**src/design/cpu_pkg.sv**
```systemverilog
// Core-wide definitions for the 16-bit five-stage pipeline
// Word and register types, opcodes, branch conditions, flag bits
// and the payloads carried between pipeline stages

`default_nettype none

package cpu_pkg;

  typedef logic [15:0] word_t;     // Data, address and instruction word
  typedef logic [3:0]  reg_idx_t;  // R0 reads as zero

  // Opcode in instr[15:12]; unlisted codes act as NOP
  typedef enum logic [3:0] {
    OP_ADD = 4'h0,
    OP_SUB = 4'h1,
    OP_XOR = 4'h2,
    OP_LW  = 4'h8,
    OP_SW  = 4'h9,
    OP_LLB = 4'hA,
    OP_LHB = 4'hB,
    OP_B   = 4'hC,
    OP_HLT = 4'hF
  } opcode_e;

  // Branch condition in instr[11:9]
  typedef enum logic [2:0] {
    C_NE = 3'd0,  // Z clear
    C_EQ = 3'd1,  // Z set
    C_GT = 3'd2,  // Z and N clear
    C_LT = 3'd3,  // N set
    C_GE = 3'd4,  // N clear
    C_LE = 3'd5,  // Z or N set
    C_OV = 3'd6,  // V set
    C_UN = 3'd7   // Always
  } cond_e;

  // Operation performed in execute
  typedef enum logic [2:0] {
    ALU_ADD,
    ALU_SUB,
    ALU_XOR,
    ALU_ADDI,  // Base plus offset for LW and SW
    ALU_LLB,   // Low byte replaced by imm
    ALU_LHB    // High byte replaced by imm
  } alu_op_e;

  typedef struct packed {
    logic z;
    logic n;
    logic v;
  } flags_t;

  ///////////////////////////////////////////////////
  // Stage payloads, all zero is a bubble
  ///////////////////////////////////////////////////
  typedef struct packed {
    word_t instr;
    word_t pc;
  } if_id_t;

  typedef struct packed {
    reg_idx_t   rs;       // First source, also old rd for byte loads
    reg_idx_t   rt;       // Second source, store data for SW
    word_t      a;
    word_t      b;
    logic [7:0] imm;      // imm8 or offset already doubled
    alu_op_e    alu_op;
    logic       z_en;
    logic       nv_en;
    logic       mem_en;
    logic       mem_wr;
    reg_idx_t   rd;
    logic       reg_wr;
    logic       is_halt;
  } id_ex_t;

  typedef struct packed {
    word_t    result;      // ALU result or data address
    word_t    store_data;
    reg_idx_t store_src;
    logic     mem_en;
    logic     mem_wr;
    reg_idx_t rd;
    logic     reg_wr;
    logic     mem_to_reg;
    logic     is_halt;
  } ex_mem_t;

  typedef struct packed {
    word_t    result;
    reg_idx_t rd;
    logic     reg_wr;
    logic     is_halt;
  } mem_wb_t;

endpackage

`default_nettype wire

```
**src/design/pipe_reg.sv**
```systemverilog
// Pipeline stage register
// Loads the stage payload each cycle, keeps it on hold and
// drops in a bubble (all zero) on flush

`timescale 1ns/1ps
`default_nettype none

module pipe_reg #(
  parameter type payload_t = logic [7:0]
) (
  input  logic     clk,
  input  logic     arst_n,
  input  logic     hold,   // Freeze or stall from upstream
  input  logic     flush,  // Replace content with a bubble
  input  payload_t d,
  output payload_t q
);

  always_ff @(posedge clk or negedge arst_n) begin
    if (!arst_n) begin
      q <= '0;                // Bubble out of reset
    end else if (flush) begin
      q <= '0;
    end else if (!hold) begin
      q <= d;
    end
  end

  // Flush comes from hazard logic and hold from the arbiter, they must not meet
  a_no_flush_on_hold: assert property (@(posedge clk) disable iff (!arst_n) !(flush && hold))
    else $error("pipe_reg flushed while held");

endmodule

`default_nettype wire

```
**src/design/fetch_unit.sv**
```systemverilog
// Program counter
// Steps by one instruction after an accepted fetch and
// jumps to the decode-stage branch target on redirect

`timescale 1ns/1ps
`default_nettype none

module fetch_unit #(
  parameter cpu_pkg::word_t RESET_PC = 16'h0000
) (
  input  logic           clk,
  input  logic           arst_n,
  input  logic           advance,   // Fetch accepted into if_id
  input  logic           redirect,  // Taken branch in decode
  input  cpu_pkg::word_t target,
  output cpu_pkg::word_t pc
);

  always_ff @(posedge clk or negedge arst_n) begin
    if (!arst_n) begin
      pc <= RESET_PC;
    end else if (redirect) begin
      pc <= target;           // Redirect wins over advance
    end else if (advance) begin
      pc <= pc + 16'd2;       // Next halfword instruction
    end
  end

endmodule

`default_nettype wire

```
**src/design/decode_unit.sv**
```systemverilog
// Instruction decode stage
// Splits the instruction into fields, reads the register file
// with write-through from write-back, builds the execute payload
// and resolves conditional branches against the flag register

`timescale 1ns/1ps
`default_nettype none

module decode_unit (
  input  logic             clk,
  input  logic             arst_n,
  input  cpu_pkg::if_id_t  if_id,
  input  cpu_pkg::flags_t  flags,
  input  cpu_pkg::mem_wb_t wb,
  output cpu_pkg::id_ex_t  id_ex,
  output logic             branch_taken,
  output cpu_pkg::word_t   branch_target,
  output logic             reads_flags
);
  import cpu_pkg::*;

  word_t    rf [16];     // Register file
  opcode_e  op;
  reg_idx_t f_hi;        // instr[11:8]
  reg_idx_t f_mid;       // instr[7:4]
  reg_idx_t f_lo;        // instr[3:0]
  cond_e    cond;
  logic     cond_met;
  logic     is_bubble;

  assign op        = opcode_e'(if_id.instr[15:12]);
  assign f_hi      = if_id.instr[11:8];
  assign f_mid     = if_id.instr[7:4];
  assign f_lo      = if_id.instr[3:0];
  assign cond      = cond_e'(if_id.instr[11:9]);
  assign is_bubble = (if_id.instr == '0);  // Flushed slot, no flag update

  //////////////////////////////////////////////////
  // Register file, written from write-back
  //////////////////////////////////////////////////
  always_ff @(posedge clk or negedge arst_n) begin
    if (!arst_n) begin
      for (int i = 0; i < 16; i++) begin
        rf[i] <= '0;
      end
    end else if (wb.reg_wr && wb.rd != '0) begin
      rf[wb.rd] <= wb.result;  // R0 never written
    end
  end

  //////////////////////////////////////////////////
  // Field decode and operand read
  //////////////////////////////////////////////////
  always_comb begin
    id_ex    = '0;
    id_ex.rs = f_mid;
    id_ex.rt = f_lo;
    id_ex.rd = f_hi;
    case (op)
      OP_ADD, OP_SUB, OP_XOR: begin
        id_ex.alu_op = (op == OP_ADD) ? ALU_ADD : (op == OP_SUB) ? ALU_SUB : ALU_XOR;
        id_ex.z_en   = 1'b1;
        id_ex.nv_en  = (op != OP_XOR);  // XOR touches Z only
        id_ex.reg_wr = 1'b1;
      end
      OP_LW, OP_SW: begin
        id_ex.rt     = f_hi;            // Load target or store data
        id_ex.alu_op = ALU_ADDI;
        id_ex.imm    = {{3{if_id.instr[3]}}, if_id.instr[3:0], 1'b0};
        id_ex.mem_en = 1'b1;
        id_ex.mem_wr = (op == OP_SW);
        id_ex.reg_wr = (op == OP_LW);
      end
      OP_LLB, OP_LHB: begin
        id_ex.rs     = f_hi;            // Old rd merged with imm8
        id_ex.alu_op = (op == OP_LLB) ? ALU_LLB : ALU_LHB;
        id_ex.imm    = if_id.instr[7:0];
        id_ex.reg_wr = 1'b1;
      end
      OP_HLT:  id_ex.is_halt = 1'b1;
      default: ;                        // B and unused codes write nothing
    endcase
    if (is_bubble) begin
      id_ex = '0;
    end
    // Read with write-through of the write-back result
    id_ex.a = rf[id_ex.rs];
    id_ex.b = rf[id_ex.rt];
    if (wb.reg_wr && wb.rd != '0) begin
      if (wb.rd == id_ex.rs) id_ex.a = wb.result;
      if (wb.rd == id_ex.rt) id_ex.b = wb.result;
    end
  end

  //////////////////////////////////////////////////
  // Branch resolution
  //////////////////////////////////////////////////
  always_comb begin
    case (cond)
      C_NE:    cond_met = !flags.z;
      C_EQ:    cond_met = flags.z;
      C_GT:    cond_met = !flags.z && !flags.n;
      C_LT:    cond_met = flags.n;
      C_GE:    cond_met = !flags.n;
      C_LE:    cond_met = flags.z || flags.n;
      C_OV:    cond_met = flags.v;
      default: cond_met = 1'b1;         // Unconditional
    endcase
  end

  assign reads_flags   = (op == OP_B) && (cond != C_UN);  // UN never waits on flags
  assign branch_taken  = (op == OP_B) && cond_met;
  assign branch_target = if_id.pc + 16'd2 + {{6{if_id.instr[8]}}, if_id.instr[8:0], 1'b0};

endmodule

`default_nettype wire

```
**src/design/hazard_unit.sv**
```systemverilog
// Hazard detection
// Load-use and flag-wait stalls hold PC and if_id and put a
// bubble into id_ex. A taken branch flushes its shadow slot

`timescale 1ns/1ps
`default_nettype none

module hazard_unit (
  input  cpu_pkg::id_ex_t id_ex,         // Instruction in execute
  input  cpu_pkg::if_id_t if_id,         // Instruction in decode
  input  logic            is_branch,     // B in decode that tests flags
  input  logic            branch_taken,
  output logic            stall,
  output logic            flush_if
);
  import cpu_pkg::*;

  opcode_e op;
  logic    uses_rs;    // instr[7:4] read
  logic    uses_rt;    // instr[3:0] read
  logic    uses_hi;    // instr[11:8] read
  logic    load_use;
  logic    flag_wait;

  assign op      = opcode_e'(if_id.instr[15:12]);
  assign uses_rs = op inside {OP_ADD, OP_SUB, OP_XOR, OP_LW, OP_SW};
  assign uses_rt = op inside {OP_ADD, OP_SUB, OP_XOR};
  assign uses_hi = op inside {OP_LLB, OP_LHB};  // SW data comes late, forwarded in memory stage

  // LW in execute whose target decode needs now
  assign load_use = id_ex.mem_en && !id_ex.mem_wr && (id_ex.rd != '0) &&
                    ((uses_rs && if_id.instr[7:4] == id_ex.rd) ||
                     (uses_rt && if_id.instr[3:0] == id_ex.rd) ||
                     (uses_hi && if_id.instr[11:8] == id_ex.rd));

  assign flag_wait = is_branch && (id_ex.z_en || id_ex.nv_en);  // Flags not yet registered
  assign stall     = load_use || flag_wait;

  // B reads no registers, so only the flag wait can hide a taken branch
  assign flush_if = branch_taken && !flag_wait;

  always_comb begin
    a_no_flush_in_stall: assert final (!(flush_if && stall))
      else $error("branch flush during stall");
  end

endmodule

`default_nettype wire

```
**src/design/execute_unit.sv**
```systemverilog
// Execute stage
// Operand forwarding, ALU for add, subtract, xor, address and
// byte merges, and the Z/N/V flag register

`timescale 1ns/1ps
`default_nettype none

module execute_unit (
  input  logic             clk,
  input  logic             arst_n,
  input  logic             hold,        // Pipeline frozen
  input  cpu_pkg::id_ex_t  id_ex,
  input  cpu_pkg::ex_mem_t ex_mem_fwd,  // Newer producer
  input  cpu_pkg::mem_wb_t mem_wb_fwd,  // Older producer
  output cpu_pkg::ex_mem_t ex_mem,
  output cpu_pkg::flags_t  flags
);
  import cpu_pkg::*;

  word_t op_a;
  word_t op_b;        // Also the store data
  word_t imm_ext;
  word_t sum;
  word_t diff;
  word_t res;
  logic  v_add;
  logic  v_sub;

  // Newest producer wins, a load in memory stage has no data yet
  function automatic word_t fwd(input reg_idx_t idx, input word_t reg_val,
                                input ex_mem_t m, input mem_wb_t w);
    if (idx != '0 && m.reg_wr && !m.mem_to_reg && m.rd == idx) return m.result;
    if (idx != '0 && w.reg_wr && w.rd == idx) return w.result;
    return reg_val;
  endfunction

  assign op_a    = fwd(id_ex.rs, id_ex.a, ex_mem_fwd, mem_wb_fwd);
  assign op_b    = fwd(id_ex.rt, id_ex.b, ex_mem_fwd, mem_wb_fwd);
  assign imm_ext = {{8{id_ex.imm[7]}}, id_ex.imm};
  assign sum     = op_a + op_b;
  assign diff    = op_a - op_b;
  assign v_add   = (op_a[15] == op_b[15]) && (sum[15] != op_a[15]);   // Signed overflow
  assign v_sub   = (op_a[15] != op_b[15]) && (diff[15] != op_a[15]);

  always_comb begin
    case (id_ex.alu_op)
      ALU_ADD:  res = sum;
      ALU_SUB:  res = diff;
      ALU_XOR:  res = op_a ^ op_b;
      ALU_ADDI: res = op_a + imm_ext;
      ALU_LLB:  res = {op_a[15:8], id_ex.imm};
      ALU_LHB:  res = {id_ex.imm, op_a[7:0]};
      default:  res = op_a;
    endcase
  end

  // Flags update as the instruction leaves execute
  always_ff @(posedge clk or negedge arst_n) begin
    if (!arst_n) begin
      flags <= '0;
    end else if (!hold) begin
      if (id_ex.z_en) flags.z <= (res == '0);
      if (id_ex.nv_en) begin
        flags.n <= res[15];
        flags.v <= (id_ex.alu_op == ALU_SUB) ? v_sub : v_add;
      end
    end
  end

  always_comb begin
    ex_mem            = '0;
    ex_mem.result     = res;
    ex_mem.store_data = op_b;
    ex_mem.store_src  = id_ex.rt;
    ex_mem.mem_en     = id_ex.mem_en;
    ex_mem.mem_wr     = id_ex.mem_wr;
    ex_mem.rd         = id_ex.rd;
    ex_mem.reg_wr     = id_ex.reg_wr;
    ex_mem.mem_to_reg = id_ex.mem_en && !id_ex.mem_wr;
    ex_mem.is_halt    = id_ex.is_halt;
  end

endmodule

`default_nettype wire

```
**src/design/mem_arbiter.sv**
```systemverilog
// Memory port arbiter
// The data access of the memory stage goes first, then the fetch
// at pc. Freeze holds the whole pipeline until both are through

`timescale 1ns/1ps
`default_nettype none

module mem_arbiter (
  input  logic             clk,
  input  logic             arst_n,
  input  cpu_pkg::ex_mem_t ex_mem,
  input  cpu_pkg::word_t   pc,
  input  logic             halted,          // No more fetches
  input  logic             mem_data_valid,
  input  cpu_pkg::word_t   mem_data_in,
  output logic             mem_en,
  output cpu_pkg::word_t   mem_addr,
  output logic             mem_wr,
  output cpu_pkg::word_t   mem_data_out,
  output cpu_pkg::word_t   fetch_word,
  output logic             fetch_done,
  output cpu_pkg::word_t   load_word,
  output logic             freeze
);
  import cpu_pkg::*;

  logic  active;      // Low for the first cycle out of reset
  logic  data_done;   // Data access of this step completed
  logic  data_pend;
  logic  fetch_req;
  word_t load_q;      // Load data kept until the step advances

  assign data_pend    = active && ex_mem.mem_en && !data_done;
  assign fetch_req    = active && !data_pend && !halted;
  assign mem_en       = data_pend || fetch_req;
  assign mem_addr     = data_pend ? ex_mem.result : pc;
  assign mem_wr       = data_pend && ex_mem.mem_wr;
  assign mem_data_out = ex_mem.store_data;
  assign fetch_word   = mem_data_in;
  assign fetch_done   = fetch_req && mem_data_valid;
  assign load_word    = load_q;
  assign freeze       = !active || data_pend || (fetch_req && !mem_data_valid);

  always_ff @(posedge clk or negedge arst_n) begin
    if (!arst_n) begin
      active    <= 1'b0;
      data_done <= 1'b0;
    end else begin
      active <= 1'b1;
      if (!freeze) begin
        data_done <= 1'b0;                    // New memory-stage entry
      end else if (data_pend && mem_data_valid) begin
        data_done <= 1'b1;                    // Fetch follows next cycle
      end
    end
  end

  always_ff @(posedge clk) begin
    if (data_pend && mem_data_valid) load_q <= mem_data_in;
  end

  // Request held until acknowledged, across arbiter, PC and stage registers
  a_addr_stable: assert property (@(posedge clk) disable iff (!arst_n)
    mem_en && !mem_data_valid |=> mem_en && $stable(mem_addr))
    else $error("memory request changed before completion");

endmodule

`default_nettype wire

```
**src/design/proc.sv**
```systemverilog
// Five-stage pipelined 16-bit processor core
// Fetch, decode, execute, memory and write-back around one external
// memory port with a valid handshake. Branches resolve in decode,
// predicted not-taken. hlt latches once HLT reaches write-back

`timescale 1ns/1ps
`default_nettype none

module proc #(
  parameter cpu_pkg::word_t RESET_PC = 16'h0000
) (
  input  logic           clk,
  input  logic           arst_n,
  input  logic           mem_data_valid,
  input  cpu_pkg::word_t mem_data_in,
  output logic           mem_en,
  output cpu_pkg::word_t mem_addr,
  output logic           mem_wr,
  output cpu_pkg::word_t mem_data_out,
  output logic           hlt,
  output cpu_pkg::word_t pc
);
  import cpu_pkg::*;

  if_id_t  if_id_d, if_id_q;
  id_ex_t  id_ex_d, id_ex_q;
  ex_mem_t ex_mem_d, ex_mem_q;
  ex_mem_t ex_mem_port;     // Memory stage with late store data
  mem_wb_t mem_wb_d, mem_wb_q;
  flags_t  flags;
  word_t   branch_target;
  word_t   fetch_word;
  word_t   load_word;
  logic    branch_taken, reads_flags;
  logic    stall, flush_if, freeze;
  logic    fetch_done, halted;

  // Any HLT in flight stops fetching
  assign halted = hlt || id_ex_d.is_halt || id_ex_q.is_halt ||
                  ex_mem_q.is_halt || mem_wb_q.is_halt;

  //////////////////////////////////////////////////
  // Fetch
  //////////////////////////////////////////////////
  fetch_unit #(.RESET_PC(RESET_PC)) fetch_inst (
    .clk(clk), .arst_n(arst_n),
    .advance(fetch_done && !stall),
    .redirect(flush_if && !freeze),   // Only on an advancing step
    .target(branch_target),
    .pc(pc)
  );

  assign if_id_d = fetch_done ? '{instr: fetch_word, pc: pc} : '0;  // Bubble when halted

  pipe_reg #(.payload_t(if_id_t)) if_id_reg (
    .clk(clk), .arst_n(arst_n),
    .hold(freeze || stall), .flush(flush_if && !freeze),
    .d(if_id_d), .q(if_id_q)
  );

  //////////////////////////////////////////////////
  // Decode and hazards
  //////////////////////////////////////////////////
  decode_unit decode_inst (
    .clk(clk), .arst_n(arst_n),
    .if_id(if_id_q), .flags(flags), .wb(mem_wb_q),
    .id_ex(id_ex_d), .branch_taken(branch_taken),
    .branch_target(branch_target), .reads_flags(reads_flags)
  );

  hazard_unit hazard_inst (
    .id_ex(id_ex_q), .if_id(if_id_q),
    .is_branch(reads_flags), .branch_taken(branch_taken),
    .stall(stall), .flush_if(flush_if)
  );

  pipe_reg #(.payload_t(id_ex_t)) id_ex_reg (
    .clk(clk), .arst_n(arst_n),
    .hold(freeze), .flush(stall && !freeze),  // Bubble behind a stalled decode
    .d(id_ex_d), .q(id_ex_q)
  );

  //////////////////////////////////////////////////
  // Execute
  //////////////////////////////////////////////////
  execute_unit execute_inst (
    .clk(clk), .arst_n(arst_n), .hold(freeze),
    .id_ex(id_ex_q), .ex_mem_fwd(ex_mem_q), .mem_wb_fwd(mem_wb_q),
    .ex_mem(ex_mem_d), .flags(flags)
  );

  pipe_reg #(.payload_t(ex_mem_t)) ex_mem_reg (
    .clk(clk), .arst_n(arst_n), .hold(freeze), .flush(1'b0),
    .d(ex_mem_d), .q(ex_mem_q)
  );

  //////////////////////////////////////////////////
  // Memory stage and write-back
  //////////////////////////////////////////////////
  // SW right behind its producer picks the data up from write-back
  always_comb begin
    ex_mem_port = ex_mem_q;
    if (mem_wb_q.reg_wr && mem_wb_q.rd != '0 && mem_wb_q.rd == ex_mem_q.store_src) begin
      ex_mem_port.store_data = mem_wb_q.result;
    end
  end

  mem_arbiter arbiter_inst (
    .clk(clk), .arst_n(arst_n),
    .ex_mem(ex_mem_port), .pc(pc), .halted(halted),
    .mem_data_valid(mem_data_valid), .mem_data_in(mem_data_in),
    .mem_en(mem_en), .mem_addr(mem_addr), .mem_wr(mem_wr), .mem_data_out(mem_data_out),
    .fetch_word(fetch_word), .fetch_done(fetch_done),
    .load_word(load_word), .freeze(freeze)
  );

  assign mem_wb_d = '{result:  ex_mem_q.mem_to_reg ? load_word : ex_mem_q.result,
                      rd:      ex_mem_q.rd,
                      reg_wr:  ex_mem_q.reg_wr,
                      is_halt: ex_mem_q.is_halt};

  pipe_reg #(.payload_t(mem_wb_t)) mem_wb_reg (
    .clk(clk), .arst_n(arst_n), .hold(freeze), .flush(1'b0),
    .d(mem_wb_d), .q(mem_wb_q)
  );

  // Sticky halt, one cycle after HLT sits in write-back
  always_ff @(posedge clk or negedge arst_n) begin
    if (!arst_n) begin
      hlt <= 1'b0;
    end else if (mem_wb_q.is_halt) begin
      hlt <= 1'b1;
    end
  end

endmodule

`default_nettype wire

```
**config.mk**
```make
export PLATFORM = sky130hd
export DESIGN_NAME = proc
export DESIGN_NICKNAME = d
export VERILOG_FILES = /design/src/design/cpu_pkg.sv /design/src/design/pipe_reg.sv /design/src/design/fetch_unit.sv /design/src/design/decode_unit.sv /design/src/design/hazard_unit.sv /design/src/design/execute_unit.sv /design/src/design/mem_arbiter.sv /design/src/design/proc.sv
export SDC_FILE = /design/constraint.sdc
export NUM_CORES = 1
export LEC_CHECK = 0
export ABC_AREA = 1
export BUFFER_PORTS_ARGS = -buffer_cell sky130_fd_sc_hd__buf_4
export CAP_MARGIN = 20
export CORE_ASPECT_RATIO = 1.1
export CORE_MARGIN = 2
export CORE_UTILIZATION = 40
export CTS_BUF_LIST = sky130_fd_sc_hd__clkbuf_8
export DETAILED_ROUTE_END_ITERATION = 10
export HOLD_SLACK_MARGIN = 0.05
export MAX_ROUTING_LAYER = met4
export PLACE_DENSITY_LB_ADDON = 0.08
export SLEW_MARGIN = 30
export SYNTH_ARGS = -nofsm -noshare
export SYNTH_HDL_FRONTEND = slang
export SYNTH_SLANG_ARGS = --single-unit
```
**constraint.sdc**
```tcl
create_clock -name clk -period 4.6 [get_ports clk]
set_input_delay 0.92 -clock clk [delete_from_list [all_inputs] [get_ports clk]]
set_output_delay 0.92 -clock clk [all_outputs]
set_load 0.005 [all_outputs]
```
==> qor.tcl <==
set qor(dp_cells) 4665
set qor(holdBufCountCts) 0
set qor(global_route.usage.total_pct) 31.1
set qor(core-area_sq_um) 69100
set qor(dieArea_sq_um) 72000
set qor(final_gp_congestion) 1.03
set qor(timing.reg2reg.setup_slack_ns) 0.32
set qor(rr_worst_depth) 22
set qor(route.detailed.wl_per_inst_microns) 22.6
set qor(path_max_fanout) 10
set qor(worstSkewPairLatency_ns) 0.71
set qor(timing.critical_path.slowest_stage_cell) {fa_1}
set qor(clock-sinks) 454
set qor(holdCritPathClass) {in2async}
set qor(drt_first_iter_violations) 2328
set qor(critical_path.cell_chain) {inv_1 -> o21ai_0 -> nor2_1 -> nand3b_1 -> clkinvlp_4 -> buf_4 -> a21oi_1 -> ha_1 -> inv_1 -> fa_1 -> or2_2 -> nand3_1 -> nand2_1 -> a211oi_1 -> nand2_1 -> nor2_1 -> nand2_1 -> nor2_1 -> nand4_1 -> nor2_1 -> nand3_1 -> nand2_1}
set qor(port_buffers) 69
set qor(number_of_buffers_added_by_the_clock_tree_synthesis_step) 85
set qor(worst_setup_hold_path_clk_slew_ns) 0.06
set qor(layout_worst_path_cycle_share_pct) 93.0
set qor(period_needed_ns) 4.28
set qor(synth.area.top_cells) {dfrtp_1 39%, nand2_1 14%, o21ai_0 10%}
set qor(worstPathBufferInverterCount) 4
set qor(slew_headroom_pct) 34.1
set qor(detailroute.via_count) 26631
set qor(clockRootBuffer) {clkbuf_8}
set qor(finalHoldViolations) 0
set qor(static-leakage-power_nw) 13.9
set qor(cp_data_required_time_ns) 5.22
set qor(overflow) 0
set qor(cts.repair.resized) 0
set qor(ioPinCount) 70
set qor(power_per_cell_area_nw_per_um2) 540
set qor(setup_viol_count_final) 0
set qor(h-tree-depth) 3
set qor(postSynthRegisterBits) 454
set qor(pwr-share-seq_pct) 32.6
set qor(number_of_distinct_library_cells_after_synthesis) 62
set qor(yosys_warns) 0
set qor(cts_tree) {done}
set qor(fin_util_pct) 45.1
set qor(post_synth_instance_area_sq_um) 27900
set qor(std_cell_rows) 101
set qor(skew_ns) 0.0391
set qor(place_hpwl_mm) 73.8
set qor(final.setup.worst_slack_ns) 0.321
set qor(number_of_global_route_vias_before_repair) 25556
set qor(worst_setup_path_start_kind) {flop}
set qor(pin_count_of_the_biggest_net_entering_global_routing) 142
set qor(timing_worst_slew_pin_value_ns) 0.988
set qor(postSynth.asyncResetShare_pct) 96.5
set qor(drive_above_1_share_pct) 9.07
set qor(post-synth-top-area-cell) {dfrtp_1}
set qor(dp_slack_ns) 0.280
set qor(power.clock.fraction_pct) 25.0
set qor(tns_ns) 0
set qor(synthesized_net_count) 3951
set qor(run_status) {completed}
set qor(cap_violations) 0
set qor(cp-end-kind) {flop}
set qor(syn-mean-instance-area_sq_um) 7.25
set qor(power.combinational.fraction_pct) 42.4
set qor(r2r_start) {id_ex_reg.q[54]}
set qor(ant_nets) 0
set qor(layout-area-overhead-vs-synth_pct) 11.6
set qor(dieHeight_microns) 281
set qor(slowest_delay_ns) 0.49
set qor(multi_input_logic_area_sq_um) 14000
set qor(synthDominantCellAreaShare_pct) 39.2
set qor(end_of_the_worst_register_to_register_path) {execute_inst.flags[2]}
set qor(p_int_w) 0.00940
set qor(cp_data_arrival_time_ns) 4.90
set qor(layout.filler_cells) 7185
set qor(routed_via_density) 5.52
set qor(post_cts_setup_bufs) 0
set qor(power.net_switching_w) 0.00743
set qor(grt_pass1_wl_mm) 165
set qor(floorplan.initialDensity_pct) 40.4
set qor(wirelength_mm) 109
set qor(register_area_sq_um) 11400
set qor(nets) 3924
set qor(final_cell_count_no_fill) 4823
set qor(clock_tree.buffer_depth) 3
set qor(synth_enable_flop_cells) 16
set qor(fp.dieW_microns) 256
set qor(layout.cells.most_common) {nand2_1}
set qor(switching_share_pct) 44.1
set qor(drt_pre_antenna_iters) 6
set qor(critPathTopFamily) {simple AND/OR/NAND/NOR gates}
set qor(remaining_drc_errors) 0
set qor(synth_cells) 3852
set qor(synthFlopType) {dfrtp_1}
set qor(synth_sequential_area_ratio_pct) 41.0
set qor(fmax_ghz) 0.234
set qor(slew_violations) 0
set qor(grt_antenna_before_repair) 2
set qor(mostFrequentLayoutCells) {1014 x nand2_1, 580 x o21ai_0, 437 x dfrtp_1, 376 x inv_1, 265 x nand3_1}
set qor(worst-setup-path-type) {reg2reg}
set qor(setup_repair_after_global_routing_missed_its_margin) {no}
set qor(vdd.ir_drop.worst_v) 0.000267
## sequential cells by signal (all words and copies together) (netlist names)
signal / flops
execute_inst.flags: 3
decode_inst.rf: 256
if_id_reg.q: 32
mem_wb_reg.q: 22
ex_mem_reg.q: 45
arbiter_inst.load_word: 16
arbiter_inst.data_done: 1
hlt: 1
id_ex_reg.q: 61
arbiter_inst.active: 1
fetch_inst.pc: 16
## stage by stage
step	instance area, sq um	hold WS, ns	total power, W
after floorplan	27900	0.429	0.00987
after global placement	29300	0.366	0.0126
after detailed placement	29300	0.366	0.0125
after CTS	31100	0.236	0.0168
after global routing	31200	0.291	0.0179
final	31200	0.237	0.0168
## power groups by stage
stage	registers [W]	clock network (W)	logic, W
2_1_floorplan	0.00525	0	0.00462
3_3_place_gp	0.00554	0	0.00704
3_5_place_dp	0.00553	0	0.00700
4_1_cts	0.00547	0.00428	0.00703
5_1_grt	0.00558	0.00447	0.00788
6_report	0.00549	0.00420	0.00713
## final cells by class
cell class	count	area share [%]
flip-flops and latches	454	36.7
multi-input cells	2756	45.0
diodes	3	0.0241
clock inverters	44	0.895
clock buffers	111	4.90
well taps	927	3.72
inverters	373	4.53
repair buffers	155	4.28
## cell usage after synthesis (16+ instances only)
cell type,instances
nand3_1,266
nor2_1,194
o21ai_1,26
inv_1,353
ha_1,76
edfxtp_1,16
o21ai_0,581
nand2_1,1021
buf_4,21
clkbuf_1,171
o221ai_1,17
buf_2,62
nand4_1,22
dfrtp_1,438
xor2_1,25
xnor2_1,16
o22ai_1,40
nor3_1,49
o211ai_1,97
a21oi_1,164
a211oi_1,32
## routing by layer
layer	vias up	track usage (%)	share of wire [%]
li1	12807	-	-
met1	12751	41.2	45
met2	878	49.9	47
met3	195	3.51	5.3
met4	0	10.0	3.1
met5	-	-	0
## worst reg2reg max path, delay by kind of cell, from the launching register on
family	cells	cell delay (ns)
DFF	1	0.42
AOI/OAI and AO/OA	3	0.68
and+or+nand+nor	13	1.60
adders and majority gates	2	0.69
buffers and inverters	4	0.80
## cells by family after synthesis
family	after synthesis	synth area share [%]
adder cells (fa/ha/maj)	80	3.69
other	1	0.0134
AO/OA/AOI/OAI	1038	21.1
AND/OR/NAND/NOR	1596	23.7
flip-flops	454	41.0
buffers and inverters	642	9.26
XOR/XNOR	41	1.29
## how the worst max path moves through the flow
stage | start | end | slack (ns) | depth (start not counted)
final | id_ex_reg.q[54] | execute_inst.flags[2] | 0.32 | 22
after global routing | mem_wb_reg.q[3] | execute_inst.flags[2] | 0.03 | 27
after CTS | mem_wb_reg.q[4] | mem_data_out[3] | 0.18 | 10
after detailed placement | mem_wb_reg.q[3] | ex_mem_reg.q[44] | 0.28 | 24
after global placement | id_ex_reg.q[54] | execute_inst.flags[2] | 0.30 | 22
after floorplan | ex_mem_reg.q[1] | execute_inst.flags[2] | 1.03 | 26
No activity file was read; power rests on OpenSTA's default activity.
